==> config.mk <==
export PLATFORM = sky130hd
export DESIGN_NAME = alu
export DESIGN_NICKNAME = d
export VERILOG_FILES = /design/src/hdl/mips_pkg.sv /design/src/hdl/alu.sv
export SDC_FILE = /design/constraint.sdc
export NUM_CORES = 1
export LEC_CHECK = 0
export BUFFER_PORTS_ARGS = -buffer_cell sky130_fd_sc_hd__buf_4
export CORE_MARGIN = 10
export CORE_UTILIZATION = 47
export DETAILED_ROUTE_END_ITERATION = 8
export PLACE_DENSITY = 0.69
export SLEW_MARGIN = 10
export SYNTH_ARGS = -nofsm -noshare
export SYNTH_HDL_FRONTEND = slang
export SYNTH_SLANG_ARGS = --single-unit
==> constraint.sdc <==
create_clock -name vclk -period 7.54
set_input_delay 0 -clock vclk [all_inputs]
set_output_delay 0 -clock vclk [all_outputs]
set_load 0.05 [all_outputs]
==> src/hdl/mips_pkg.sv <==
package mips_pkg;

	// Address width of the memory write event, default for the core
	localparam int DMEM_AW_DEF = 8;

	// REGIMM branch selectors carried in the rt field
	localparam logic [4:0] RT_BGEZ   = 5'b00001;
	localparam logic [4:0] RT_BGEZAL = 5'b10001;

	typedef enum logic [5:0] {
		OP_RTYPE  = 6'b000000,	// Look at funct
		OP_REGIMM = 6'b000001,	// BGEZ, BGEZAL by rt
		OP_J      = 6'b000010,
		OP_JAL    = 6'b000011,
		OP_BEQ    = 6'b000100,
		OP_BNE    = 6'b000101,
		OP_ADDI   = 6'b001000,
		OP_ADDIU  = 6'b001001,
		OP_ANDI   = 6'b001100,
		OP_ORI    = 6'b001101,
		OP_XORI   = 6'b001110,
		OP_LUI    = 6'b001111,
		OP_MUL    = 6'b011100,	// Multiply group, not implemented
		OP_LW     = 6'b100011,
		OP_SW     = 6'b101011
	} opcode_t;

	typedef enum logic [5:0] {
		F_JR   = 6'b001000,
		F_JALR = 6'b001001,
		F_ADD  = 6'b100000,
		F_ADDU = 6'b100001,
		F_SUB  = 6'b100010,
		F_SUBU = 6'b100011,
		F_AND  = 6'b100100,
		F_OR   = 6'b100101,
		F_XOR  = 6'b100110,
		F_SLT  = 6'b101010
	} funct_t;

	// ALU request from the decoder, same codes as the old opALU field
	typedef enum logic [3:0] {
		AC_ADD   = 4'b0000,
		AC_SUB   = 4'b0001,
		AC_AND   = 4'b0010,
		AC_OR    = 4'b0100,
		AC_XOR   = 4'b0101,
		AC_FUNCT = 4'b0110,	// R-type, resolved from funct
		AC_GEZ   = 4'b0111,	// Sign test of rs
		AC_LUI   = 4'b1001
	} alu_class_t;

	// Operation the ALU really performs
	typedef enum logic [3:0] {
		FN_ADD    = 4'd0,
		FN_SUB    = 4'd1,
		FN_AND    = 4'd2,
		FN_OR     = 4'd3,
		FN_XOR    = 4'd4,
		FN_SLT    = 4'd5,
		FN_LUI    = 4'd6,
		FN_PASS_A = 4'd7
	} alu_fn_t;

	typedef enum logic [1:0] {
		PC_BRANCH = 2'b00,
		PC_JUMP   = 2'b01,
		PC_REG    = 2'b10,
		PC_INC    = 2'b11
	} pc_src_t;

	typedef enum logic [1:0] {
		DST_RT = 2'd0,
		DST_RD = 2'd1,
		DST_RA = 2'd2	// Register 31
	} reg_dst_t;

	typedef enum logic [1:0] {
		WB_ALU = 2'b00,
		WB_MEM = 2'b01,
		WB_RET = 2'b10	// pc+1
	} wb_src_t;

	typedef struct packed {
		pc_src_t    pc_src;
		reg_dst_t   reg_dst;
		wb_src_t    wb_src;
		alu_class_t alu_class;
		logic       mem_we;
		logic       alu_src_imm;	// Operand b from immediate
		logic       reg_we;
		logic       branch_eq;	// 1 for BEQ, 0 for BNE
		logic       imm_signed;
	} ctrl_t;

	typedef struct packed {
		logic        valid;
		logic [4:0]  addr;
		logic [31:0] data;
	} wb_event_t;

	typedef struct packed {
		logic                   valid;
		logic [DMEM_AW_DEF-1:0] addr;
		logic [31:0]            data;
	} mem_event_t;

endpackage
==> src/hdl/alu.sv <==
module alu (
	input  mips_pkg::alu_fn_t alu_fn,	// Operation select
	input  logic [31:0]       a,	// rs
	input  logic [31:0]       b,	// rt or extended immediate
	output logic [31:0]       result,
	output logic              zero,	// Result is all zeros
	output logic              neg	// Result sign bit
);

	logic lt_signed;	// Signed a < b

	assign lt_signed = ($signed(a) < $signed(b));

	always_comb
	begin
		case (alu_fn)
			mips_pkg::FN_ADD:    result = a + b;
			mips_pkg::FN_SUB:    result = a - b;
			mips_pkg::FN_AND:    result = a & b;
			mips_pkg::FN_OR:     result = a | b;
			mips_pkg::FN_XOR:    result = a ^ b;
			mips_pkg::FN_SLT:    result = {31'b0, lt_signed};
			mips_pkg::FN_LUI:    result = {b[15:0], 16'b0};	// Immediate to upper half
			mips_pkg::FN_PASS_A: result = a;
			default:             result = a + b;
		endcase
	end

	// Branch flags, BEQ/BNE on sub and BGEZ on pass_a
	assign zero = (result == 32'd0);
	assign neg  = result[31];

endmodule

==> impl_results.md <==
- Max-cap viol count: 0
- FF+latch count: 0
- TritonRoute pass-1 iters: 5
- Power Internal: 227 µW
- Setup tns final: 0 ps
- Detailed-route wire length: ~26 mm
- CORE AREA: around 0.013 mm²
- Die height: 133 µm
- GPL Wtd Cong: ~1.1
- CP Max Fanout: 6
- First-pass GRT wire length: about 40 mm
- Post-synthesis cell count: about 940
- Gate power share: 1.000
- P_sw: ~470 µW
- Critical Path AT: ~4300 ps
- Starting Density: 0.479
- Area post-placement: around 0.007 mm²
- DP Worst Slack: roughly 3300 ps
- Leakage: approximately 0.0032 µW
- Total Routing Usage GR: 0.274
- CP Class: input pin to output port
- Clock Buffer Count: 0
- Avg WL per Cell: roughly 22 µm
- Fin cells: ~1,200
- Post-Syn Area per Cell: between 6 and 7 µm²
- Slowest cell on crit path: or4_1
- Nets@finish: 1,157
- I/O pins: 102
- Crit path launch type: input pin
- Antenna cells: 0
- Port bufs: between 100 and 150
- Reg area: 0 µm²
- Pin count of the biggest net entering global routing: 43
- Starting DRT DRC Count: about 900
- Post-CTS setup buffers: 0
- Power per cell area: 102 mW/mm²
- Cts repair resizes: 0
- Crit path buffers/inverters: 2
- Cell Chain, Critical Path: buf_4 > ha_1 > fa_1 > a211oi_1 > o211ai_1 > nand2_1 > o22a_1 > o22ai_1 > a21o_1 > or4_1 > or4_1 > nor4b_2 > nand4_1 > nor4_2 > buf_4
- Vias in the first global route: 7,385
- Die footprint: 0.0178 mm²
- Slew Limit Fails: 0
- Synth cell types: just under 80
- DR vias: slightly below 8,000
- Top post-synthesis cells by area: ha_1, a21oi_1, inv_1, o21ai_0, nor2_1
- Final Hold Viols: 0
- Final instance area: between 0.006 and 0.007 mm²
- Seq pwr share: 0
- Cell area after synthesis: 0.00604 mm²
- Post-DP HPWL: just over 20 mm
- Final Cycle Share: 0.574
- Grt ovf: 0
- Req. time, crit path: 7540 ps
- Width of the die: about 130 µm
- Layout cells sized above 1: 0.141
- Final worst path period need: roughly 4300 ps
- Setup crit end kind: output port
- Unrepaired setup endpoints after global routing: no
- Endpoints failing setup: 0
- CTS Hold Bufs: 0
- Tightest Hold Check Type: input pin to output port
- Area Growth Syn to Fin: 13.9%
- Slowest stage delay, CP: roughly 600 ps
- Cells after DPL: between 1,000 and 1,500
- Syn Nets: 1,102
- Initial antenna violation count: 0
- ANT nets after route: 0
- Largest delay share family, worst path: simple AND/OR/NAND/NOR gates
- Slew @ Worst Pin: approximately 1200 ps
- Via/cell ratio: 6.72
- Area leader, netlist: ha_1
- Register area share after synthesis: 0
- Relative slew slack: 0.207
- Row count: 41
- Residual DRC count: 0
- Power, Total: 698 µW
- Worst VDD drop: around 0.12 mV
- Sw Share: 0.675
- Post-synth top area share: 0.199
- Maximum clock frequency: roughly 230 MHz
- Final worst slack: 3210 ps
- Count of yosys warnings during synthesis: 0
- Outcome: complete, no violations
- Clock share of power: 0
## stage by stage
stage          hold WS [ps]  utilization
3_5_place_dp            538        0.545
5_1_grt                 577        0.545
2_1_floorplan           400            -
3_3_place_gp            529        0.545
6_report                547        0.545
4_1_cts                 543        0.545
## cells in the final DEF (no fill, tap or decap), types with 13 or more instances in the layout
| master | instances |
|---|---|
| mux2i_1 | 13 |
| o21ai_0 | 65 |
| nand2b_1 | 16 |
| buf_4 | 112 |
| a21o_1 | 16 |
| a21oi_1 | 80 |
| a211oi_1 | 22 |
| ha_1 | 96 |
| nor2_1 | 84 |
| nor3_1 | 21 |
| inv_1 | 98 |
| a22oi_1 | 15 |
| o211ai_1 | 16 |
| nand2_1 | 74 |
| nand3_1 | 23 |
## metal layers
layer,global-route usage,up-vias,part of all wire
met3,0.0402,101,0.097
met1,0.352,3610,0.41
met4,0.133,0,0.054
met2,0.436,496,0.44
li1,-,3592,-
met5,0,-,0
## power groups by stage
stage                     sequential [µW]  combinational [µW]  clock, µW
final                                   0                 698          0
after floorplan                         0                 468          0
after detailed placement                0                 681          0
after global placement                  0                 680          0
after global routing                    0                 746          0
after CTS                               0                 684          0
## cell usage after synthesis, types with 10 or more instances
library cell / number
inv_1: 98
ha_1: 96
nor2_1: 85
a21oi_1: 80
nand2_1: 74
o21ai_0: 65
clkbuf_1: 39
nand3_1: 23
a211oi_1: 22
nor3_1: 21
a21o_1: 16
nand2b_1: 16
o211ai_1: 16
a22oi_1: 15
mux2i_1: 13
nand4_1: 12
nor4_1: 12
o31ai_1: 12
a31oi_1: 10
buf_2: 10
## layout make-up
cell class / instances / area [µm²]
Tap cell: 172 / 215
Inverter: 100 / 375
Timing Repair Buffer: 112 / 841
Multi-Input combinational cell: 777 / 5450
Fill cell: 1360 / 5740
## tightest hold or removal path: cells and delay by family
family | cells | cell delay, ps
AOI/OAI and AO/OA | 2 | 150
buffers and inverters | 2 | 290
and+or+nand+nor | 1 | 110
## worst paths after layout
kind | start | endpoint | cells after the start
worst max-delay path | a[0] | zero | 15
worst min-delay path | a[3] | result[3] | 5
## logic make-up after synthesis
logic type                 after synthesis  share of synthesized area
adders and majority gates               98                      0.205
AOI/OAI and AO/OA                      351                      0.402
xor gates and xnor gates                 4                    0.00580
and+or+nand+nor                        309                      0.258
muxes                                   15                     0.0253
buffers and inverters                  159                      0.103
Power figures use the tool's default switching activity.
