## src/hdl/mips_pkg.sv

```systemverilog
package mips_pkg;

	// Address width of the memory write event, default for the core
	localparam int DMEM_AW_DEF = 8;

	// REGIMM branch selectors carried in the rt field
	localparam logic [4:0] RT_BGEZ   = 5'b00001;
	localparam logic [4:0] RT_BGEZAL = 5'b10001;

	typedef enum logic [5:0] {
		OP_RTYPE  = 6'b000000,	// Look at funct
		OP_REGIMM = 6'b000001,	// BGEZ, BGEZAL by rt
		OP_J      = 6'b000010,
		OP_JAL    = 6'b000011,
		OP_BEQ    = 6'b000100,
		OP_BNE    = 6'b000101,
		OP_ADDI   = 6'b001000,
		OP_ADDIU  = 6'b001001,
		OP_ANDI   = 6'b001100,
		OP_ORI    = 6'b001101,
		OP_XORI   = 6'b001110,
		OP_LUI    = 6'b001111,
		OP_MUL    = 6'b011100,	// Multiply group, not implemented
		OP_LW     = 6'b100011,
		OP_SW     = 6'b101011
	} opcode_t;

	typedef enum logic [5:0] {
		F_JR   = 6'b001000,
		F_JALR = 6'b001001,
		F_ADD  = 6'b100000,
		F_ADDU = 6'b100001,
		F_SUB  = 6'b100010,
		F_SUBU = 6'b100011,
		F_AND  = 6'b100100,
		F_OR   = 6'b100101,
		F_XOR  = 6'b100110,
		F_SLT  = 6'b101010
	} funct_t;

	// ALU request from the decoder, same codes as the old opALU field
	typedef enum logic [3:0] {
		AC_ADD   = 4'b0000,
		AC_SUB   = 4'b0001,
		AC_AND   = 4'b0010,
		AC_OR    = 4'b0100,
		AC_XOR   = 4'b0101,
		AC_FUNCT = 4'b0110,	// R-type, resolved from funct
		AC_GEZ   = 4'b0111,	// Sign test of rs
		AC_LUI   = 4'b1001
	} alu_class_t;

	// Operation the ALU really performs
	typedef enum logic [3:0] {
		FN_ADD    = 4'd0,
		FN_SUB    = 4'd1,
		FN_AND    = 4'd2,
		FN_OR     = 4'd3,
		FN_XOR    = 4'd4,
		FN_SLT    = 4'd5,
		FN_LUI    = 4'd6,
		FN_PASS_A = 4'd7
	} alu_fn_t;

	typedef enum logic [1:0] {
		PC_BRANCH = 2'b00,
		PC_JUMP   = 2'b01,
		PC_REG    = 2'b10,
		PC_INC    = 2'b11
	} pc_src_t;

	typedef enum logic [1:0] {
		DST_RT = 2'd0,
		DST_RD = 2'd1,
		DST_RA = 2'd2	// Register 31
	} reg_dst_t;

	typedef enum logic [1:0] {
		WB_ALU = 2'b00,
		WB_MEM = 2'b01,
		WB_RET = 2'b10	// pc+1
	} wb_src_t;

	typedef struct packed {
		pc_src_t    pc_src;
		reg_dst_t   reg_dst;
		wb_src_t    wb_src;
		alu_class_t alu_class;
		logic       mem_we;
		logic       alu_src_imm;	// Operand b from immediate
		logic       reg_we;
		logic       branch_eq;	// 1 for BEQ, 0 for BNE
		logic       imm_signed;
	} ctrl_t;

	typedef struct packed {
		logic        valid;
		logic [4:0]  addr;
		logic [31:0] data;
	} wb_event_t;

	typedef struct packed {
		logic                   valid;
		logic [DMEM_AW_DEF-1:0] addr;
		logic [31:0]            data;
	} mem_event_t;

endpackage
```

## src/hdl/alu_control.sv

```systemverilog
module alu_control (
	input  mips_pkg::alu_class_t alu_class,	// Request from decoder
	input  mips_pkg::funct_t     funct,	// Used for the funct class only
	output mips_pkg::alu_fn_t    alu_fn	// Concrete ALU operation
);

	always_comb
	begin
		case (alu_class)
			mips_pkg::AC_ADD:   alu_fn = mips_pkg::FN_ADD;
			mips_pkg::AC_SUB:   alu_fn = mips_pkg::FN_SUB;
			mips_pkg::AC_AND:   alu_fn = mips_pkg::FN_AND;
			mips_pkg::AC_OR:    alu_fn = mips_pkg::FN_OR;
			mips_pkg::AC_XOR:   alu_fn = mips_pkg::FN_XOR;
			mips_pkg::AC_LUI:   alu_fn = mips_pkg::FN_LUI;
			mips_pkg::AC_GEZ:   alu_fn = mips_pkg::FN_PASS_A;	// Core reads sign of rs
			mips_pkg::AC_FUNCT:
			begin
				case (funct)
					mips_pkg::F_ADD, mips_pkg::F_ADDU: alu_fn = mips_pkg::FN_ADD;	// No overflow trap
					mips_pkg::F_SUB, mips_pkg::F_SUBU: alu_fn = mips_pkg::FN_SUB;
					mips_pkg::F_AND:                   alu_fn = mips_pkg::FN_AND;
					mips_pkg::F_OR:                    alu_fn = mips_pkg::FN_OR;
					mips_pkg::F_XOR:                   alu_fn = mips_pkg::FN_XOR;
					mips_pkg::F_SLT:                   alu_fn = mips_pkg::FN_SLT;
					default:                           alu_fn = mips_pkg::FN_ADD;
				endcase
			end
			default:            alu_fn = mips_pkg::FN_ADD;
		endcase
	end

endmodule

```

## config.mk

```make
export PLATFORM = sky130hd
export DESIGN_NAME = alu_control
export DESIGN_NICKNAME = d
export VERILOG_FILES = /design/src/hdl/mips_pkg.sv /design/src/hdl/alu_control.sv
export SDC_FILE = /design/constraint.sdc
export NUM_CORES = 1
export LEC_CHECK = 0
export BUFFER_PORTS_ARGS = -buffer_cell sky130_fd_sc_hd__buf_4
export CORE_AREA = 5 5 42 44
export DETAILED_ROUTE_END_ITERATION = 10
export DIE_AREA = 0 0 47 49
export SLEW_MARGIN = 10
export SYNTH_ARGS = -nofsm -noshare
export SYNTH_HDL_FRONTEND = slang
export SYNTH_SLANG_ARGS = --single-unit
export TNS_END_PERCENT = 1
```

## constraint.sdc

```tcl
create_clock -name vclk -period 0.89
set_input_delay 0.0445 -clock vclk [all_inputs]
set_output_delay 0.0445 -clock vclk [all_outputs]
set_load 0.1 [all_outputs]
```

==> summary.md <==
| Metric | Value |
|---|---|
| Dpl cells | `61` |
| Final Hold Vio Count | `0` |
| Mapped Cells | `26` |
| Congestion Overflow GR | `0` |
| Area contributors post-synth | `nor4b_4 (13%), a31oi_1 (7.0%), inv_1 (6.3%)` |
| Worst Path Buf+Inv | `2` |
| Comb pwr share | `100.0%` |
| Final period util | `132%` |
| Critical Path, Cell by Cell | `buf_8 > nor4bb_1 > a31oi_1 > o21ai_1 > nor4b_4 > buf_6` |
| Wire per inst | `9.00 um` |
| Highest clock rate | `848 MHz` |
| Count leader, synth | `inv_1` |
| Simple-Gate Fraction of Synth Area | `52.4%` |
| Top cell type's share of synthesized area | `13.3%` |
| Total Routed Length | `567 um` |
| Crit path largest cell delay | `0.28 ns` |
| Area grow syn2layout | `135%` |
| Hold buffers post-CTS | `0` |
| Sequential cell area | `0 sq um` |
| IO Port Bufs | `13` |
| GRT Total Usage | `4.56%` |
| Die H | `49 um` |
| Diode count | `0` |
| Die Area | `2300 sq um` |
| Core area | `1400 sq um` |
| Synth cell count leaders | `inv_1 (3), a21oi_1 (2), a31oi_1 (2), o21ai_0 (2)` |
| # IOs | `14` |
| Layout cell share with drive strength beyond 1 | `57.4%` |
| Syn_nets | `36` |
| Vias after detailed routing | `262` |
| Chip width | `47 um` |
| Antenna Nets Post-Route | `0` |
| Leak Pwr | `0.193 nW` |
| Final setup vio count | `3` |
| First-pass GRT wire length | `841 um` |
| Hold slack | `0.507 ns` |
| Status | `complete, but fails checks` |
| Initial antenna violation count | `0` |
| CP Launch Type | `input port` |
| Residual DRC | `0` |
| Synth Area in Compound Gates | `25.2%` |
| Critical path required time | `0.85 ns` |
| Total power | `0.280 mW` |
| Mapped Area | `179 sq um` |
| Xor/xnor cell area share of the yosys netlist | `9.79%` |
| Crit path max-delay family | `simple AND/OR/NAND/NOR gates` |
| Failing checks | `negative setup slack` |
| Max-cap violation count | `0` |
| Routability-driven placement congestion ratio | `0.693` |
| Worst Path Class, Setup | `input port to output port` |
| P_int | `0.121 mW` |
| Maximum VDD drop | `0.219 mV` |
| Post-synthesis adder-cell area fraction | `0%` |
| Number of global-route vias before repair | `214` |
| Final Max Tran Viols | `0` |
| PnR worst setup slack | `-0.289 ns` |
| Place WS | `-0.372 ns` |
| Critical Path Fanout Max | `3` |
| RSZ-0062 raised after global routing | `true` |
| Initial DRC count | `1` |
| # rows | `14` |
| CP Data Arrival Time | `1.13 ns` |
| Sw Pwr | `0.159 mW` |
| Starting Density | `12.8%` |
| Worst Hold Class | `input port to output port` |
| Post-synthesis mux area share | `0%` |
| Dpl hpwl | `471 um` |
| Total of warnings raised by yosys | `0` |
| Syn_area_per_cell | `6.88 sq um` |
| Synth area leader | `nor4b_4` |
| Crit end category | `output port` |
| Seq cells | `0` |
| Main combinational cell family by area after synthesis | `simple AND/OR/NAND/NOR gates` |
| Yosys cell types | `21` |
| Crit path time final | `1.18 ns` |
| Slowest-stage cell, CP | `nor4bb_1` |
| Vias per cell | `4.16` |
| Seq pwr share | `0%` |
| Final Net Count | `59` |
| PwrDens | `666 nW/um^2` |
| Pin count of the biggest net entering global routing | `8` |
| Sequential fraction of the synthesis area | `0%` |
| Sw Share | `56.7%` |
| First drt pass iteration count | `2` |
| Clock network fraction of total power | `0%` |
| Clock buf count | `0` |
| Non-filler cells, final | `63` |
==> per-stage QoR <==
step                      TNS (ns)  cell area (sq um)  util (%)
after floorplan              -1.43                196         -
after global placement      -0.843                359      25.6
after detailed placement    -0.816                359      25.6
after CTS                   -0.607                409      29.2
after global routing        -0.840                420      30.0
final                       -0.580                420      30.0
==> layer usage <==
metal	vias to the layer above	global-route usage (%)	part of all wire [%]
li1	140	-	-
met1	109	7.83	47
met2	13	6.33	41
met3	0	0.369	13
met4	0	0	0
met5	-	0	0
==> cells by family after synthesis <==
| family | Yosys count |
|---|---|
| other | 1 |
| AND/OR/NAND/NOR | 11 |
| AO/OA/AOI/OAI | 8 |
| buffers and inverters | 4 |
| XOR/XNOR | 2 |
==> cells in the final DEF (no fill, tap or decap) <==
cell type | netlist | final
o21ai_2 | 0 | 1
xnor2_1 | 1 | 1
o31ai_4 | 0 | 1
o21ai_0 | 2 | 1
o21ai_1 | 1 | 1
inv_1 | 3 | 3
nor2_1 | 1 | 1
nor4b_1 | 1 | 1
buf_4 | 1 | 17
and3_1 | 1 | 1
nor4_2 | 0 | 1
buf_6 | 0 | 2
buf_8 | 0 | 1
xor2_1 | 1 | 1
a21oi_1 | 2 | 2
conb_1 | 1 | 1
buf_12 | 0 | 2
a31oi_1 | 2 | 2
nor4bb_1 | 1 | 1
nand4b_1 | 1 | 1
nor4b_4 | 1 | 1
nand2_1 | 1 | 1
nor3_1 | 1 | 1
nand3b_2 | 1 | 1
nor2b_1 | 1 | 1
==> worst paths after layout <==
check,startpoint,endpoint,slack (ns),depth (start not counted)
hold / removal,alu_class[3],alu_fn[0],0.51,4
setup / recovery,funct[1],alu_fn[0],-0.29,6
==> final cells by class <==
class                      count  area, sq um
tap                           16         20.0
fill                         159          981
timing repair buffer          22          205
inverter                       3         11.3
multi-input combinational     22          184
==> power groups by stage <==
stage / Combinational [mW] / Clock, mW / Sequential [mW]
CTS: 0.276 / 0 / 0
global placement: 0.243 / 0 / 0
global route: 0.296 / 0 / 0
finish: 0.280 / 0 / 0
detailed placement: 0.245 / 0 / 0
floorplan: 0.151 / 0 / 0
==> repair_timing <==
| action | in CTS | in global routing |
|---|---|---|
| buffers inserted | 1 | 1 |
| resized for setup | 10 | 1 |
| pin swaps | 2 | 2 |
| setup endpoints to repair | 3 | 3 |
(Power assumes the default switching activity.)
