**src/hdl/mips_pkg.sv**
```systemverilog
package mips_pkg;

	// Address width of the memory write event, default for the core
	localparam int DMEM_AW_DEF = 8;

	// REGIMM branch selectors carried in the rt field
	localparam logic [4:0] RT_BGEZ   = 5'b00001;
	localparam logic [4:0] RT_BGEZAL = 5'b10001;

	typedef enum logic [5:0] {
		OP_RTYPE  = 6'b000000,	// Look at funct
		OP_REGIMM = 6'b000001,	// BGEZ, BGEZAL by rt
		OP_J      = 6'b000010,
		OP_JAL    = 6'b000011,
		OP_BEQ    = 6'b000100,
		OP_BNE    = 6'b000101,
		OP_ADDI   = 6'b001000,
		OP_ADDIU  = 6'b001001,
		OP_ANDI   = 6'b001100,
		OP_ORI    = 6'b001101,
		OP_XORI   = 6'b001110,
		OP_LUI    = 6'b001111,
		OP_MUL    = 6'b011100,	// Multiply group, not implemented
		OP_LW     = 6'b100011,
		OP_SW     = 6'b101011
	} opcode_t;

	typedef enum logic [5:0] {
		F_JR   = 6'b001000,
		F_JALR = 6'b001001,
		F_ADD  = 6'b100000,
		F_ADDU = 6'b100001,
		F_SUB  = 6'b100010,
		F_SUBU = 6'b100011,
		F_AND  = 6'b100100,
		F_OR   = 6'b100101,
		F_XOR  = 6'b100110,
		F_SLT  = 6'b101010
	} funct_t;

	// ALU request from the decoder, same codes as the old opALU field
	typedef enum logic [3:0] {
		AC_ADD   = 4'b0000,
		AC_SUB   = 4'b0001,
		AC_AND   = 4'b0010,
		AC_OR    = 4'b0100,
		AC_XOR   = 4'b0101,
		AC_FUNCT = 4'b0110,	// R-type, resolved from funct
		AC_GEZ   = 4'b0111,	// Sign test of rs
		AC_LUI   = 4'b1001
	} alu_class_t;

	// Operation the ALU really performs
	typedef enum logic [3:0] {
		FN_ADD    = 4'd0,
		FN_SUB    = 4'd1,
		FN_AND    = 4'd2,
		FN_OR     = 4'd3,
		FN_XOR    = 4'd4,
		FN_SLT    = 4'd5,
		FN_LUI    = 4'd6,
		FN_PASS_A = 4'd7
	} alu_fn_t;

	typedef enum logic [1:0] {
		PC_BRANCH = 2'b00,
		PC_JUMP   = 2'b01,
		PC_REG    = 2'b10,
		PC_INC    = 2'b11
	} pc_src_t;

	typedef enum logic [1:0] {
		DST_RT = 2'd0,
		DST_RD = 2'd1,
		DST_RA = 2'd2	// Register 31
	} reg_dst_t;

	typedef enum logic [1:0] {
		WB_ALU = 2'b00,
		WB_MEM = 2'b01,
		WB_RET = 2'b10	// pc+1
	} wb_src_t;

	typedef struct packed {
		pc_src_t    pc_src;
		reg_dst_t   reg_dst;
		wb_src_t    wb_src;
		alu_class_t alu_class;
		logic       mem_we;
		logic       alu_src_imm;	// Operand b from immediate
		logic       reg_we;
		logic       branch_eq;	// 1 for BEQ, 0 for BNE
		logic       imm_signed;
	} ctrl_t;

	typedef struct packed {
		logic        valid;
		logic [4:0]  addr;
		logic [31:0] data;
	} wb_event_t;

	typedef struct packed {
		logic                   valid;
		logic [DMEM_AW_DEF-1:0] addr;
		logic [31:0]            data;
	} mem_event_t;

endpackage
```
**src/hdl/control_unit.sv**
```systemverilog
module control_unit (
	input  mips_pkg::opcode_t opcode,	// Major opcode
	input  mips_pkg::funct_t  funct,	// R-type function
	input  logic [4:0]        rt,	// Selects BGEZ or BGEZAL
	output mips_pkg::ctrl_t   ctrl	// Datapath selects
);

	always_comb
	begin
		// Safe defaults, increment with nothing written
		ctrl.pc_src      = mips_pkg::PC_INC;
		ctrl.reg_dst     = mips_pkg::DST_RT;
		ctrl.wb_src      = mips_pkg::WB_ALU;
		ctrl.alu_class   = mips_pkg::AC_ADD;
		ctrl.mem_we      = 1'b0;
		ctrl.alu_src_imm = 1'b0;
		ctrl.reg_we      = 1'b0;
		ctrl.branch_eq   = 1'b1;
		ctrl.imm_signed  = 1'b1;

		case (opcode)
			mips_pkg::OP_RTYPE:
			begin
				case (funct)
					mips_pkg::F_ADD, mips_pkg::F_ADDU, mips_pkg::F_SUB, mips_pkg::F_SUBU,
					mips_pkg::F_AND, mips_pkg::F_OR, mips_pkg::F_XOR, mips_pkg::F_SLT:
					begin
						ctrl.reg_dst   = mips_pkg::DST_RD;	// Three-register form
						ctrl.alu_class = mips_pkg::AC_FUNCT;	// ALU control reads funct
						ctrl.reg_we    = 1'b1;
					end
					mips_pkg::F_JR:
					begin
						ctrl.pc_src = mips_pkg::PC_REG;	// PC = rs
					end
					mips_pkg::F_JALR:
					begin
						ctrl.pc_src  = mips_pkg::PC_REG;	// PC = rs
						ctrl.reg_dst = mips_pkg::DST_RD;	// Link goes to rd
						ctrl.wb_src  = mips_pkg::WB_RET;	// Store pc+1
						ctrl.reg_we  = 1'b1;
					end
					default:
					begin
						ctrl.reg_we = 1'b0;	// Shifts and multiply moves, no-op
					end
				endcase
			end
			mips_pkg::OP_MUL:
			begin
				ctrl.reg_we = 1'b0;	// No multiply unit, no writes at all
				ctrl.mem_we = 1'b0;
			end
			mips_pkg::OP_ADDI, mips_pkg::OP_ADDIU:
			begin
				ctrl.alu_src_imm = 1'b1;	// Sign-extended immediate
				ctrl.reg_we      = 1'b1;
			end
			mips_pkg::OP_ANDI:
			begin
				ctrl.alu_class   = mips_pkg::AC_AND;
				ctrl.alu_src_imm = 1'b1;
				ctrl.reg_we      = 1'b1;
				ctrl.imm_signed  = 1'b0;	// Logical immediates zero-extend
			end
			mips_pkg::OP_ORI:
			begin
				ctrl.alu_class   = mips_pkg::AC_OR;
				ctrl.alu_src_imm = 1'b1;
				ctrl.reg_we      = 1'b1;
				ctrl.imm_signed  = 1'b0;
			end
			mips_pkg::OP_XORI:
			begin
				ctrl.alu_class   = mips_pkg::AC_XOR;
				ctrl.alu_src_imm = 1'b1;
				ctrl.reg_we      = 1'b1;
				ctrl.imm_signed  = 1'b0;
			end
			mips_pkg::OP_LUI:
			begin
				ctrl.alu_class   = mips_pkg::AC_LUI;	// Immediate to upper half
				ctrl.alu_src_imm = 1'b1;
				ctrl.reg_we      = 1'b1;
				ctrl.imm_signed  = 1'b0;
			end
			mips_pkg::OP_LW:
			begin
				ctrl.wb_src      = mips_pkg::WB_MEM;	// Load data to rt
				ctrl.alu_src_imm = 1'b1;	// base + offset
				ctrl.reg_we      = 1'b1;
			end
			mips_pkg::OP_SW:
			begin
				ctrl.alu_src_imm = 1'b1;	// base + offset
				ctrl.mem_we      = 1'b1;
			end
			mips_pkg::OP_BEQ, mips_pkg::OP_BNE:
			begin
				ctrl.pc_src    = mips_pkg::PC_BRANCH;
				ctrl.alu_class = mips_pkg::AC_SUB;	// rs - rt, look at zero
				ctrl.branch_eq = (opcode == mips_pkg::OP_BEQ);
			end
			mips_pkg::OP_REGIMM:
			begin
				if (rt == mips_pkg::RT_BGEZ || rt == mips_pkg::RT_BGEZAL)
				begin
					ctrl.pc_src      = mips_pkg::PC_BRANCH;
					ctrl.alu_class   = mips_pkg::AC_GEZ;	// Pass rs for sign test
					ctrl.alu_src_imm = 1'b1;
					ctrl.reg_dst     = mips_pkg::DST_RA;
					ctrl.wb_src      = mips_pkg::WB_RET;
					ctrl.reg_we      = (rt == mips_pkg::RT_BGEZAL);	// Link only for AL
				end
			end
			mips_pkg::OP_J:
			begin
				ctrl.pc_src = mips_pkg::PC_JUMP;
			end
			mips_pkg::OP_JAL:
			begin
				ctrl.pc_src  = mips_pkg::PC_JUMP;
				ctrl.reg_dst = mips_pkg::DST_RA;	// $ra = pc+1
				ctrl.wb_src  = mips_pkg::WB_RET;
				ctrl.reg_we  = 1'b1;
			end
			default:
			begin
				ctrl.pc_src = mips_pkg::PC_INC;	// Unknown opcode, plain no-op
			end
		endcase
	end

endmodule

```
**config.mk**
```make
export PLATFORM = sky130hd
export DESIGN_NAME = control_unit
export DESIGN_NICKNAME = d
export VERILOG_FILES = /design/src/hdl/mips_pkg.sv /design/src/hdl/control_unit.sv
export SDC_FILE = /design/constraint.sdc
export NUM_CORES = 1
export LEC_CHECK = 0
export BUFFER_PORTS_ARGS = -buffer_cell sky130_fd_sc_hd__buf_4
export CAP_MARGIN = 20
export CORE_AREA = 2 2 39 41
export DETAILED_ROUTE_END_ITERATION = 8
export DIE_AREA = 0 0 41 43
export PLACE_DENSITY = 0.64
export RECOVER_POWER = 100
export SETUP_SLACK_MARGIN = 0.1
export SLEW_MARGIN = 20
export SYNTH_ARGS = -nofsm -noshare
export SYNTH_HDL_FRONTEND = slang
export SYNTH_SLANG_ARGS = --single-unit
export TNS_END_PERCENT = 30
```
**constraint.sdc**
```tcl
create_clock -name vclk -period 2.34
set_input_delay 0.702 -clock vclk [all_inputs]
set_output_delay 0.702 -clock vclk [all_outputs]
set_load 0.03 [all_outputs]
```
==> run summary, run 1 <==
STATUS
---------------------------------------------------------------------------------
Result of the run                                                    complete, but fails checks
Failing checks                                                       setup timing

GLOBAL ROUTING
---------------------------------------------------------------------------------
Antenna violations before repair                                                0
All-Layer GR Usage                                                          16.3%
Number of global-route vias before repair                                     507
Overflow left after global routing                                              0
Maximum number of pins on one net before global-route repair                    9
Wire length of the first global-routing pass                              2130 um

STA
---------------------------------------------------------------------------------
Headroom to the max-slew limit                                              80.8%
Final worst slack                                                       -0.267 ns
Final critical-path share of the clock period                                111%
Fmax                                                                    0.384 GHz
Final number of setup-violating endpoints                                       9
Unrepaired setup endpoints after global routing                               yes
Setup tns final                                                          -1.64 ns
Tightest Pin Transition                                                  0.288 ns
Min cycle time layout                                                     2.61 ns
Final-report hold violation count                                               0
Slew Viols, Final                                                               0

MIN PATH
---------------------------------------------------------------------------------
Class of the tightest hold or removal check                                in2out
Hold worst-path end                                                       ctrl[3]
Hold path depth                                                                 4
Start point of the worst hold path                                      opcode[4]

PWR
---------------------------------------------------------------------------------
Leakage power of the design                                              0.420 nW
Cell Pwr Density                                                      137 nW/um^2
Peak VDD IR                                                             0.0851 mV

LAYOUT
---------------------------------------------------------------------------------
Nets@finish                                                                   118
Most common cell after layout, fill and taps aside                   sky130_fd_sc_hd__buf_4
Number of diodes                                                                0
Final core utilization                                                      63.2%
FF+latch area                                                             0 sq um
Commonest cells after routing, fill and taps aside                   sky130_fd_sc_hd__buf_4, sky130_fd_sc_hd__buf_6, sky130_fd_sc_hd__a21oi_1
Area overhead of the layout relative to synthesis                            132%
Sequential cells                                                                0
Clock buffer cells                                                              0
Number of filler instances in the final layout                                120
Share of layout cells above drive strength 1                                67.7%

LOGIC SYNTHESIS
---------------------------------------------------------------------------------
Netlist area before placement                                           377 sq um
Share of the yosys chip area belonging to registers                            0%
Synthesis Warnings                                                              0
Top cells by area, synth                                             sky130_fd_sc_hd__a21oi_1, sky130_fd_sc_hd__nor4_4, sky130_fd_sc_hd__nor3b_4
Instance count of the mapped netlist                                           52
Portion of synthesized cell area occupied by the leading cell type          7.97%
Net count after synthesis                                                      69
Syn avg cell area                                                      7.24 sq um
Yosys top cell by area                                               sky130_fd_sc_hd__a21oi_1
Count of unique library cells instantiated by Yosys                            31

WORST SETUP PATH
---------------------------------------------------------------------------------
Sum of buffers and inverters on the critical path                               2
Worst-path cell chain                                                buf_8 > nor4_4 > nor3b_4 > o211ai_2 > o211ai_1 > buf_4
Critical-path top delay cell                                         sky130_fd_sc_hd__nor4_4
Startpoint class of the critical path                                  input port
CP endpoint kind                                                       output pin
Beginning of the critical path                                          opcode[4]
Family with the most delay on the worst path                         simple AND/OR/NAND/NOR gates
Data arrival time of the critical path                                    1.91 ns
Data required time of the critical path                                   1.64 ns
Critical path's largest stage delay                                       0.32 ns
Setup CP Type                                                              in2out
Largest fanout on the critical path                                             3

CTS
---------------------------------------------------------------------------------
# hold bufs at CTS                                                              0

FLOORPLANNING
---------------------------------------------------------------------------------
Effective utilization at floorplan                                          27.2%
Area of the die                                                        1760 sq um
Row count                                                                      14
Die Ht                                                                      43 um
Number of primary I/O pins                                                     32
Placeable Area                                                         1380 sq um
Die width                                                                   41 um

ROUTING
---------------------------------------------------------------------------------
Number of routed nets with antenna violations                                   0
Sum of routed wire length over all layers                                 1360 um
Number of vias in the routed layout                                           583
Post-detailed-route wirelength per cell                                   11.8 um
Count of TritonRoute iterations in the first routing pass                       2
DRT iter0 DRCs                                                                  1
DR DRC count                                                                    0
Avg Vias per Cell                                                            5.07

PLACEMENT
---------------------------------------------------------------------------------
Port buffer count                                                              32
Final HPWL DP                                                             1120 um
Routability Congestion                                                      0.775

FLOW RUN
---------------------------------------------------------------------------------
Max Cap Viol                                                                    0

where the power goes:
group	internal (mW)	total [mW]	leakage (nW)	switching, mW
Sequential	0	0	0	0
Clock	0	0	0	0
Combinational	0.0644	0.120	0.420	0.0551
Total	0.0644	0.120	0.420	0.0551
cells in the mapped netlist, drive strengths merged:
| cell type | number |
|---|---|
| or4 | 1 |
| o2111ai | 1 |
| inv | 2 |
| nand3 | 3 |
| nor3b | 3 |
| o211a | 1 |
| a211oi | 1 |
| nor4b | 1 |
| buf | 3 |
| nand4b | 2 |
| nand3b | 1 |
| clkbuf | 1 |
| nor4 | 2 |
| o211ai | 2 |
| nand2b | 2 |
| o21a | 2 |
| a21oi | 6 |
| nor3 | 1 |
| and4bb | 1 |
| nor2 | 3 |
| nor2b | 1 |
| and2b | 2 |
| a31oi | 1 |
| nand2 | 4 |
| xnor2 | 2 |
| o21ai | 2 |
| o311ai | 1 |
metrics by stage:
step / power [mW] / setup WS (ns) / hold WS [ns] / cells / cell area, sq um
2_1_floorplan: 0.0543 / -0.195 / 1.48 / 52 / 430
3_3_place_gp: 0.106 / -0.255 / 1.83 / 113 / 779
3_5_place_dp: 0.108 / -0.321 / 1.83 / 113 / 779
4_1_cts: 0.118 / -0.269 / 1.83 / 114 / 855
5_1_grt: 0.129 / -0.325 / 1.84 / 115 / 875
6_report: 0.120 / -0.267 / 1.83 / 115 / 875
worst max path at each step:
stage / end / depth (start not counted)
4_1_cts: ctrl[7] / 6
3_3_place_gp: ctrl[6] / 6
2_1_floorplan: ctrl[2] / 4
3_5_place_dp: ctrl[2] / 6
5_1_grt: ctrl[7] / 6
6_report: ctrl[7] / 6
routing by layer:
metal / GRT usage (%) / vias up / part of all wire [%]
met2: 31.9 / 20 / 57
met1: 18.7 / 266 / 36
met5: 0 / - / 0
li1: - / 297 / -
met3: 1.05 / 0 / 7.2
met4: 0 / 0 / 0
kinds of logic after synthesis:
family | Yosys count | synth area share (%)
simple gates | 27 | 54.2
compound gates | 17 | 30.9
buf+inv | 6 | 10.3
xor+xnor | 2 | 4.65
area by class of cell:
type / count / area, sq um / share of cell area [%]
tap: 16 / 20.0 / 2.29
inverter: 2 / 7.51 / 0.858
multi-input combinational: 46 / 403 / 46.1
timing repair buffer: 51 / 444 / 50.8
tightest hold or removal path: cells and delay by family:
kind	cells	cell delay [ns]
compound gates	1	0.07
buf+inv	3	0.36
what timing repair did:
action / in CTS / in global routing
gates cloned: 0 / 0
setup endpoints to repair: 15 / 15
buffers inserted: 1 / 1
pin swaps: 4 / 4
gates resized for setup: 18 / 3
(Power assumes the default switching activity.)
==> run 2: changes to the inputs <==
--- a/config.mk
+++ b/config.mk
@@ -11,7 +11,7 @@
 export DETAILED_ROUTE_END_ITERATION = 8
 export DIE_AREA = 0 0 41 43
 export PLACE_DENSITY = 0.64
-export RECOVER_POWER = 100
+export RECOVER_POWER = 25
 export SETUP_SLACK_MARGIN = 0.1
 export SLEW_MARGIN = 20
 export SYNTH_ARGS = -nofsm -noshare
==> run 2 against run 1 <==
  * The flow still finishes with violations (setup timing)
  * Power is essentially flat
  * Count of clock-buffer cells in the layout is the same
  * Critical path type unchanged
  * Wire length is essentially flat
  * Combinational power is essentially flat
  * Via count is the same
  * Largest cell class unchanged
  * Worst setup slack is essentially flat
  * Final cell count is the same
  * Die area is the same
  * First-iteration DRC count is the same
  * Critical path depth is the same
  * Cell area is the same
  * Global-route usage is the same
==> run summary, run 2 (synthesized netlist as in run 1, its figures left out) <==
PLACEMENT
---------------------------------------------------------------------------
Worst slack after detailed placement                              -0.321 ns   unchanged
Routability Congestion                                                0.775   unchanged
Final HPWL DP                                                       1120 um   unchanged
Port buffer count                                                        32   unchanged

GLOBAL ROUTING
---------------------------------------------------------------------------
All-Layer GR Usage                                                    16.3%   unchanged
Maximum number of pins on one net before global-route repair              9   unchanged
Overflow left after global routing                                        0   unchanged
Wire length of the first global-routing pass                        2130 um   unchanged
Number of global-route vias before repair                               507   unchanged
Antenna violations before repair                                          0   unchanged

LAYOUT
---------------------------------------------------------------------------
FF+latch area                                                       0 sq um   unchanged
Sequential cells                                                          0   unchanged
Clock buffer cells                                                        0   unchanged
Number of diodes                                                          0   unchanged
Nets@finish                                                             118   unchanged
Share of layout cells above drive strength 1                          67.7%   unchanged
Area overhead of the layout relative to synthesis                      132%   unchanged
Most common cell after layout, fill and taps aside             sky130_fd_sc_hd__buf_4
Commonest cells after routing, fill and taps aside             sky130_fd_sc_hd__buf_4, sky130_fd_sc_hd__buf_6, sky130_fd_sc_hd__a21oi_1
Number of filler instances in the final layout                          120   unchanged

WORST SETUP PATH
---------------------------------------------------------------------------
Critical-path top delay cell                                   sky130_fd_sc_hd__nor4_4
Critical path's largest stage delay                                 0.32 ns   about the same
Worst-path cell chain                                          buf_8 > nor4_4 > nor3b_4 > o211ai_2 > o211ai_1 > buf_4
Worst setup endpoint                                                ctrl[7]
Startpoint class of the critical path                            input port
Largest fanout on the critical path                                       3   unchanged
Beginning of the critical path                                    opcode[4]
Data arrival time of the critical path                              1.91 ns   about the same
Setup CP Type                                                        in2out
CP endpoint kind                                                 output pin
Data required time of the critical path                             1.64 ns   about the same

STA
---------------------------------------------------------------------------
Post-route worst hold slack                                         1.83 ns   +0.0000100 ns
Final number of setup-violating endpoints                                 9   unchanged
Final critical-path share of the clock period                          111%   about the same
Setup tns final                                                    -1.65 ns   -0.00947 ns
Unrepaired setup endpoints after global routing                         yes
Final-report hold violation count                                         0   unchanged
Tightest Pin Transition                                            0.288 ns   unchanged
Final worst slack                                                 -0.267 ns   +0.0000230 ns
Fmax                                                              0.384 GHz   about the same
Slew Viols, Final                                                         0   unchanged
Min cycle time layout                                               2.61 ns   -0.0000230 ns
Headroom to the max-slew limit                                        80.8%   unchanged

FLOW RUN
---------------------------------------------------------------------------
Max Cap Viol                                                              0   unchanged

STATUS
---------------------------------------------------------------------------
Failing checks                                                 setup timing
Result of the run                                              complete, but fails checks

ROUTING
---------------------------------------------------------------------------
Avg Vias per Cell                                                      5.07   unchanged
Count of TritonRoute iterations in the first routing pass                 2   unchanged
Number of vias in the routed layout                                     583   unchanged
Sum of routed wire length over all layers                           1360 um   about the same
DRT iter0 DRCs                                                            1   unchanged
DR DRC count                                                              0   unchanged
Number of routed nets with antenna violations                             0   unchanged
Post-detailed-route wirelength per cell                             11.9 um   about the same

PWR
---------------------------------------------------------------------------
PnR Total Power                                                    0.120 mW   about the same
Peak VDD IR                                                       0.0851 mV   about the same
Leakage power of the design                                        0.420 nW   +0.14%
Cell Pwr Density                                                137 nW/um^2   about the same

FLOORPLANNING
---------------------------------------------------------------------------
Die Ht                                                                43 um   unchanged
Die width                                                             41 um   unchanged
Placeable Area                                                   1380 sq um   unchanged
Effective utilization at floorplan                                    27.2%   unchanged
Number of primary I/O pins                                               32   unchanged
Area of the die                                                  1760 sq um   unchanged
Row count                                                                14   unchanged

MIN PATH
---------------------------------------------------------------------------
Class of the tightest hold or removal check                          in2out

==> run 2: cell count changes in the layout (fill, tap and decap cells not counted), sizes merged <==
cell,previous run,this run
buf,50,51
clkbuf,1,0
==> run 2: area by class of cell <==
cell class,count,area (sq um),area share [%]
Tap cell,16,20.0,2.29
Timing Repair Buffer,51,444,50.8
Multi-Input combinational cell,46,403,46.1
Inverter,2,7.51,0.858
==> run 2: worst min-delay path by stage <==
stage               depth (start not counted)       end  slack, ns       from
floorplan                                   1   ctrl[9]       1.48  opcode[4]
global placement                            4  ctrl[12]       1.83  opcode[4]
detailed placement                          4  ctrl[12]       1.83  opcode[3]
CTS                                         4  ctrl[11]       1.83  opcode[0]
global route                                4   ctrl[3]       1.84  opcode[4]
finish                                      4   ctrl[3]       1.83  opcode[4]
==> run 2: stage by stage <==
| step | cells | utilization (%) | area [sq um] |
|---|---|---|---|
| after floorplan | 52 | - | 430 |
| after global placement | 113 | 56.3 | 779 |
| after detailed placement | 113 | 56.3 | 779 |
| after CTS | 114 | 61.8 | 855 |
| after global routing | 115 | 63.2 | 875 |
| final | 115 | 63.2 | 875 |
==> run 2: where the power goes <==
group	total (mW)	switching, mW	internal (mW)	leakage [nW]
clock network	0	0	0	0
logic	0.120	0.0551	0.0644	0.420
registers	0	0	0	0
==> run 2: critical path, delay by kind of cell <==
family	cells	cell delay [ns]
buffers and inverters	2	0.29
and+or+nand+nor	2	0.61
AOI/OAI and AO/OA	2	0.30
==> run 2: metal layers <==
metal / part of all wire, % / wire length (um) / global-route usage [%] / up-vias
li1: - / - / - / 297
met1: 35 / 481 / 18.7 / 266
met2: 57 / 778 / 31.9 / 20
met3: 7.5 / 102 / 1.05 / 0
met4: 0 / 0 / 0 / 0
met5: 0 / 0 / 0 / -
==> run 2: what timing repair did <==
action / 4_1_cts / 5_1_grt
hold buffers: 0 / 0
endpoints found under the setup margin: 15 / 15
resized for setup: 18 / 3
buffers inserted: 1 / 1
pin swaps: 4 / 4
hold endpoints to repair: 0 / 0
==> run 3: changes to the inputs <==
--- a/config.mk
+++ b/config.mk
@@ -10,7 +10,7 @@
 export CORE_AREA = 2 2 39 41
 export DETAILED_ROUTE_END_ITERATION = 8
 export DIE_AREA = 0 0 41 43
-export PLACE_DENSITY = 0.64
+export PLACE_DENSITY = 0.6
 export RECOVER_POWER = 25
 export SETUP_SLACK_MARGIN = 0.1
 export SLEW_MARGIN = 20
==> run 3 against run 2 <==
  * The flow still finishes with violations (setup timing)
  * Hold slack improved by 0.0013 ns
  * Cell area grew 10%
  * Via count grew 3.3%
  * Power rose by 12%
  * Non-clock buffer count grew 4
  * Count of clock-buffer cells in the layout is the same
  * Die area unchanged
  * First-iteration DRC count rose to 5.0 times the previous value
  * Global-route usage is 3.5 points higher
==> run summary, run 3 (synthesized netlist as in run 1, its figures left out) <==
PWR
---------------------------------------------------------------------------
Leakage power of the design                                        0.455 nW   +8.3%
Peak VDD IR                                                       0.0747 mV   -12%
PnR Total Power                                                    0.134 mW   +12%
Cell Pwr Density                                                139 nW/um^2   +1.4%

LAYOUT
---------------------------------------------------------------------------
Nets@finish                                                             122   +3.4%
Clock buffer cells                                                        0   unchanged
Share of layout cells above drive strength 1                          73.8%   +6.1 points
FF+latch area                                                       0 sq um   unchanged
Multi-input logic area                                            452 sq um   +12%
Number of filler instances in the final layout                          114   -5.0%
Cell Count, Final, Fillers Out                                          119   +3.5%
Area overhead of the layout relative to synthesis                      156%
Most common cell after layout, fill and taps aside             sky130_fd_sc_hd__buf_4
Number of diodes                                                          0   unchanged
Commonest cells after routing, fill and taps aside             sky130_fd_sc_hd__buf_4, sky130_fd_sc_hd__buf_6, sky130_fd_sc_hd__a21oi_1, sky130_fd_sc_hd__nand2_1
Final core utilization                                                69.6%   +6.4 points
Sequential cells                                                          0   unchanged

FLOORPLANNING
---------------------------------------------------------------------------
Placeable Area                                                   1380 sq um   unchanged
Die Ht                                                                43 um   unchanged
Row count                                                                14   unchanged
Die width                                                             41 um   unchanged
Area of the die                                                  1760 sq um   unchanged
Number of primary I/O pins                                               32   unchanged
Effective utilization at floorplan                                    27.2%   unchanged

ROUTING
---------------------------------------------------------------------------
DRT iter0 DRCs                                                            5   +4
Sum of routed wire length over all layers                           1610 um   +18%
Avg Vias per Cell                                                      5.06   -0.21%
DR DRC count                                                              0   unchanged
Post-detailed-route wirelength per cell                             13.5 um   +14%
Number of routed nets with antenna violations                             0   unchanged
Number of vias in the routed layout                                     602   +3.3%
Count of TritonRoute iterations in the first routing pass                 4   +2

FLOW RUN
---------------------------------------------------------------------------
Max Cap Viol                                                              0   unchanged

WORST SETUP PATH
---------------------------------------------------------------------------
Startpoint class of the critical path                            input port
Setup CP Type                                                        in2out
Largest fanout on the critical path                                       6   +3
Data arrival time of the critical path                              1.83 ns   -0.08 ns
CP endpoint kind                                                 output pin
Data required time of the critical path                             1.64 ns   about the same

STA
---------------------------------------------------------------------------
Final worst slack                                                 -0.190 ns   +0.0777 ns
Final-report hold violation count                                         0   unchanged
Final number of setup-violating endpoints                                11   +2
Fmax                                                              0.395 GHz   +3.1%
Min cycle time layout                                               2.53 ns   -0.0777 ns
Final critical-path share of the clock period                          108%   -3.3 points
Tightest Pin Transition                                            0.314 ns   +0.0265 ns
Slew Viols, Final                                                         0   unchanged
Setup tns final                                                    -1.18 ns   +0.476 ns
Headroom to the max-slew limit                                        79.1%   -1.8 points
Unrepaired setup endpoints after global routing                         yes

GLOBAL ROUTING
---------------------------------------------------------------------------
Overflow left after global routing                                        0   unchanged
Wire length of the first global-routing pass                        2470 um   +16%
All-Layer GR Usage                                                    19.8%   +3.5 points
Number of global-route vias before repair                               570   +12%
Antenna violations before repair                                          0   unchanged
Maximum number of pins on one net before global-route repair             10   +1

PLACEMENT
---------------------------------------------------------------------------
Routability Congestion                                                0.791   +2.0%
Final HPWL DP                                                       1150 um   +2.2%
Worst slack after detailed placement                              -0.229 ns   +0.0913 ns
Cell total after placement                                              115   +1.8%
Port buffer count                                                        32   unchanged

CTS
---------------------------------------------------------------------------
# hold bufs at CTS                                                        0   unchanged

STATUS
---------------------------------------------------------------------------
Result of the run                                              complete, but fails checks
Failing checks                                                 setup timing

MIN PATH
---------------------------------------------------------------------------
Class of the tightest hold or removal check                          in2out

[run 3: worst paths after layout]
check / depth (start not counted) / slack, ns / endpoint / start
worst max-delay path: 7 / -0.19 / ctrl[2] / opcode[4]
worst min-delay path: 4 / 1.83 / ctrl[2] / rt[4]
[run 3: area by class of cell]
class / instances / area share, %
inverter: 2 / 0.779
multi-input combinational: 46 / 46.9
tap: 16 / 2.08
timing repair buffer: 55 / 50.3
[run 3: repair_timing]
item	in CTS	in global routing
buffers inserted	1	3
pin swaps	10	7
endpoints found under the hold margin	0	0
cloned	0	0
gates resized for setup	25	10
setup endpoints to repair	15	15
[run 3: through the flow]
| step | hold WS [ns] | instance area (sq um) |
|---|---|---|
| 6_report | 1.83 | 963 |
| 5_1_grt | 1.85 | 963 |
| 4_1_cts | 1.83 | 895 |
| 3_5_place_dp | 1.84 | 782 |
| 3_3_place_gp | 1.84 | 782 |
| 2_1_floorplan | 1.48 | 430 |
[run 3: routing by layer]
metal,track usage [%],wire (um)
met1,24.7,585
met4,2.67,40
met2,34.4,867
met3,3.14,113
met5,0,0
[run 3: power by group]
part,internal [mW],total (mW),switching (mW)
clock,0,0,0
combinational,0.0704,0.134,0.0632
sequential,0,0,0
total,0.0704,0.134,0.0632
[run 3: worst max-delay path: stages]
cell and delay (ns):
sky130_fd_sc_hd__buf_6 0.10, sky130_fd_sc_hd__nor4_4 0.27, sky130_fd_sc_hd__buf_4 0.15, sky130_fd_sc_hd__nand4b_1 0.10, sky130_fd_sc_hd__buf_6 0.17, sky130_fd_sc_hd__o2111ai_2 0.17, sky130_fd_sc_hd__buf_6 0.16
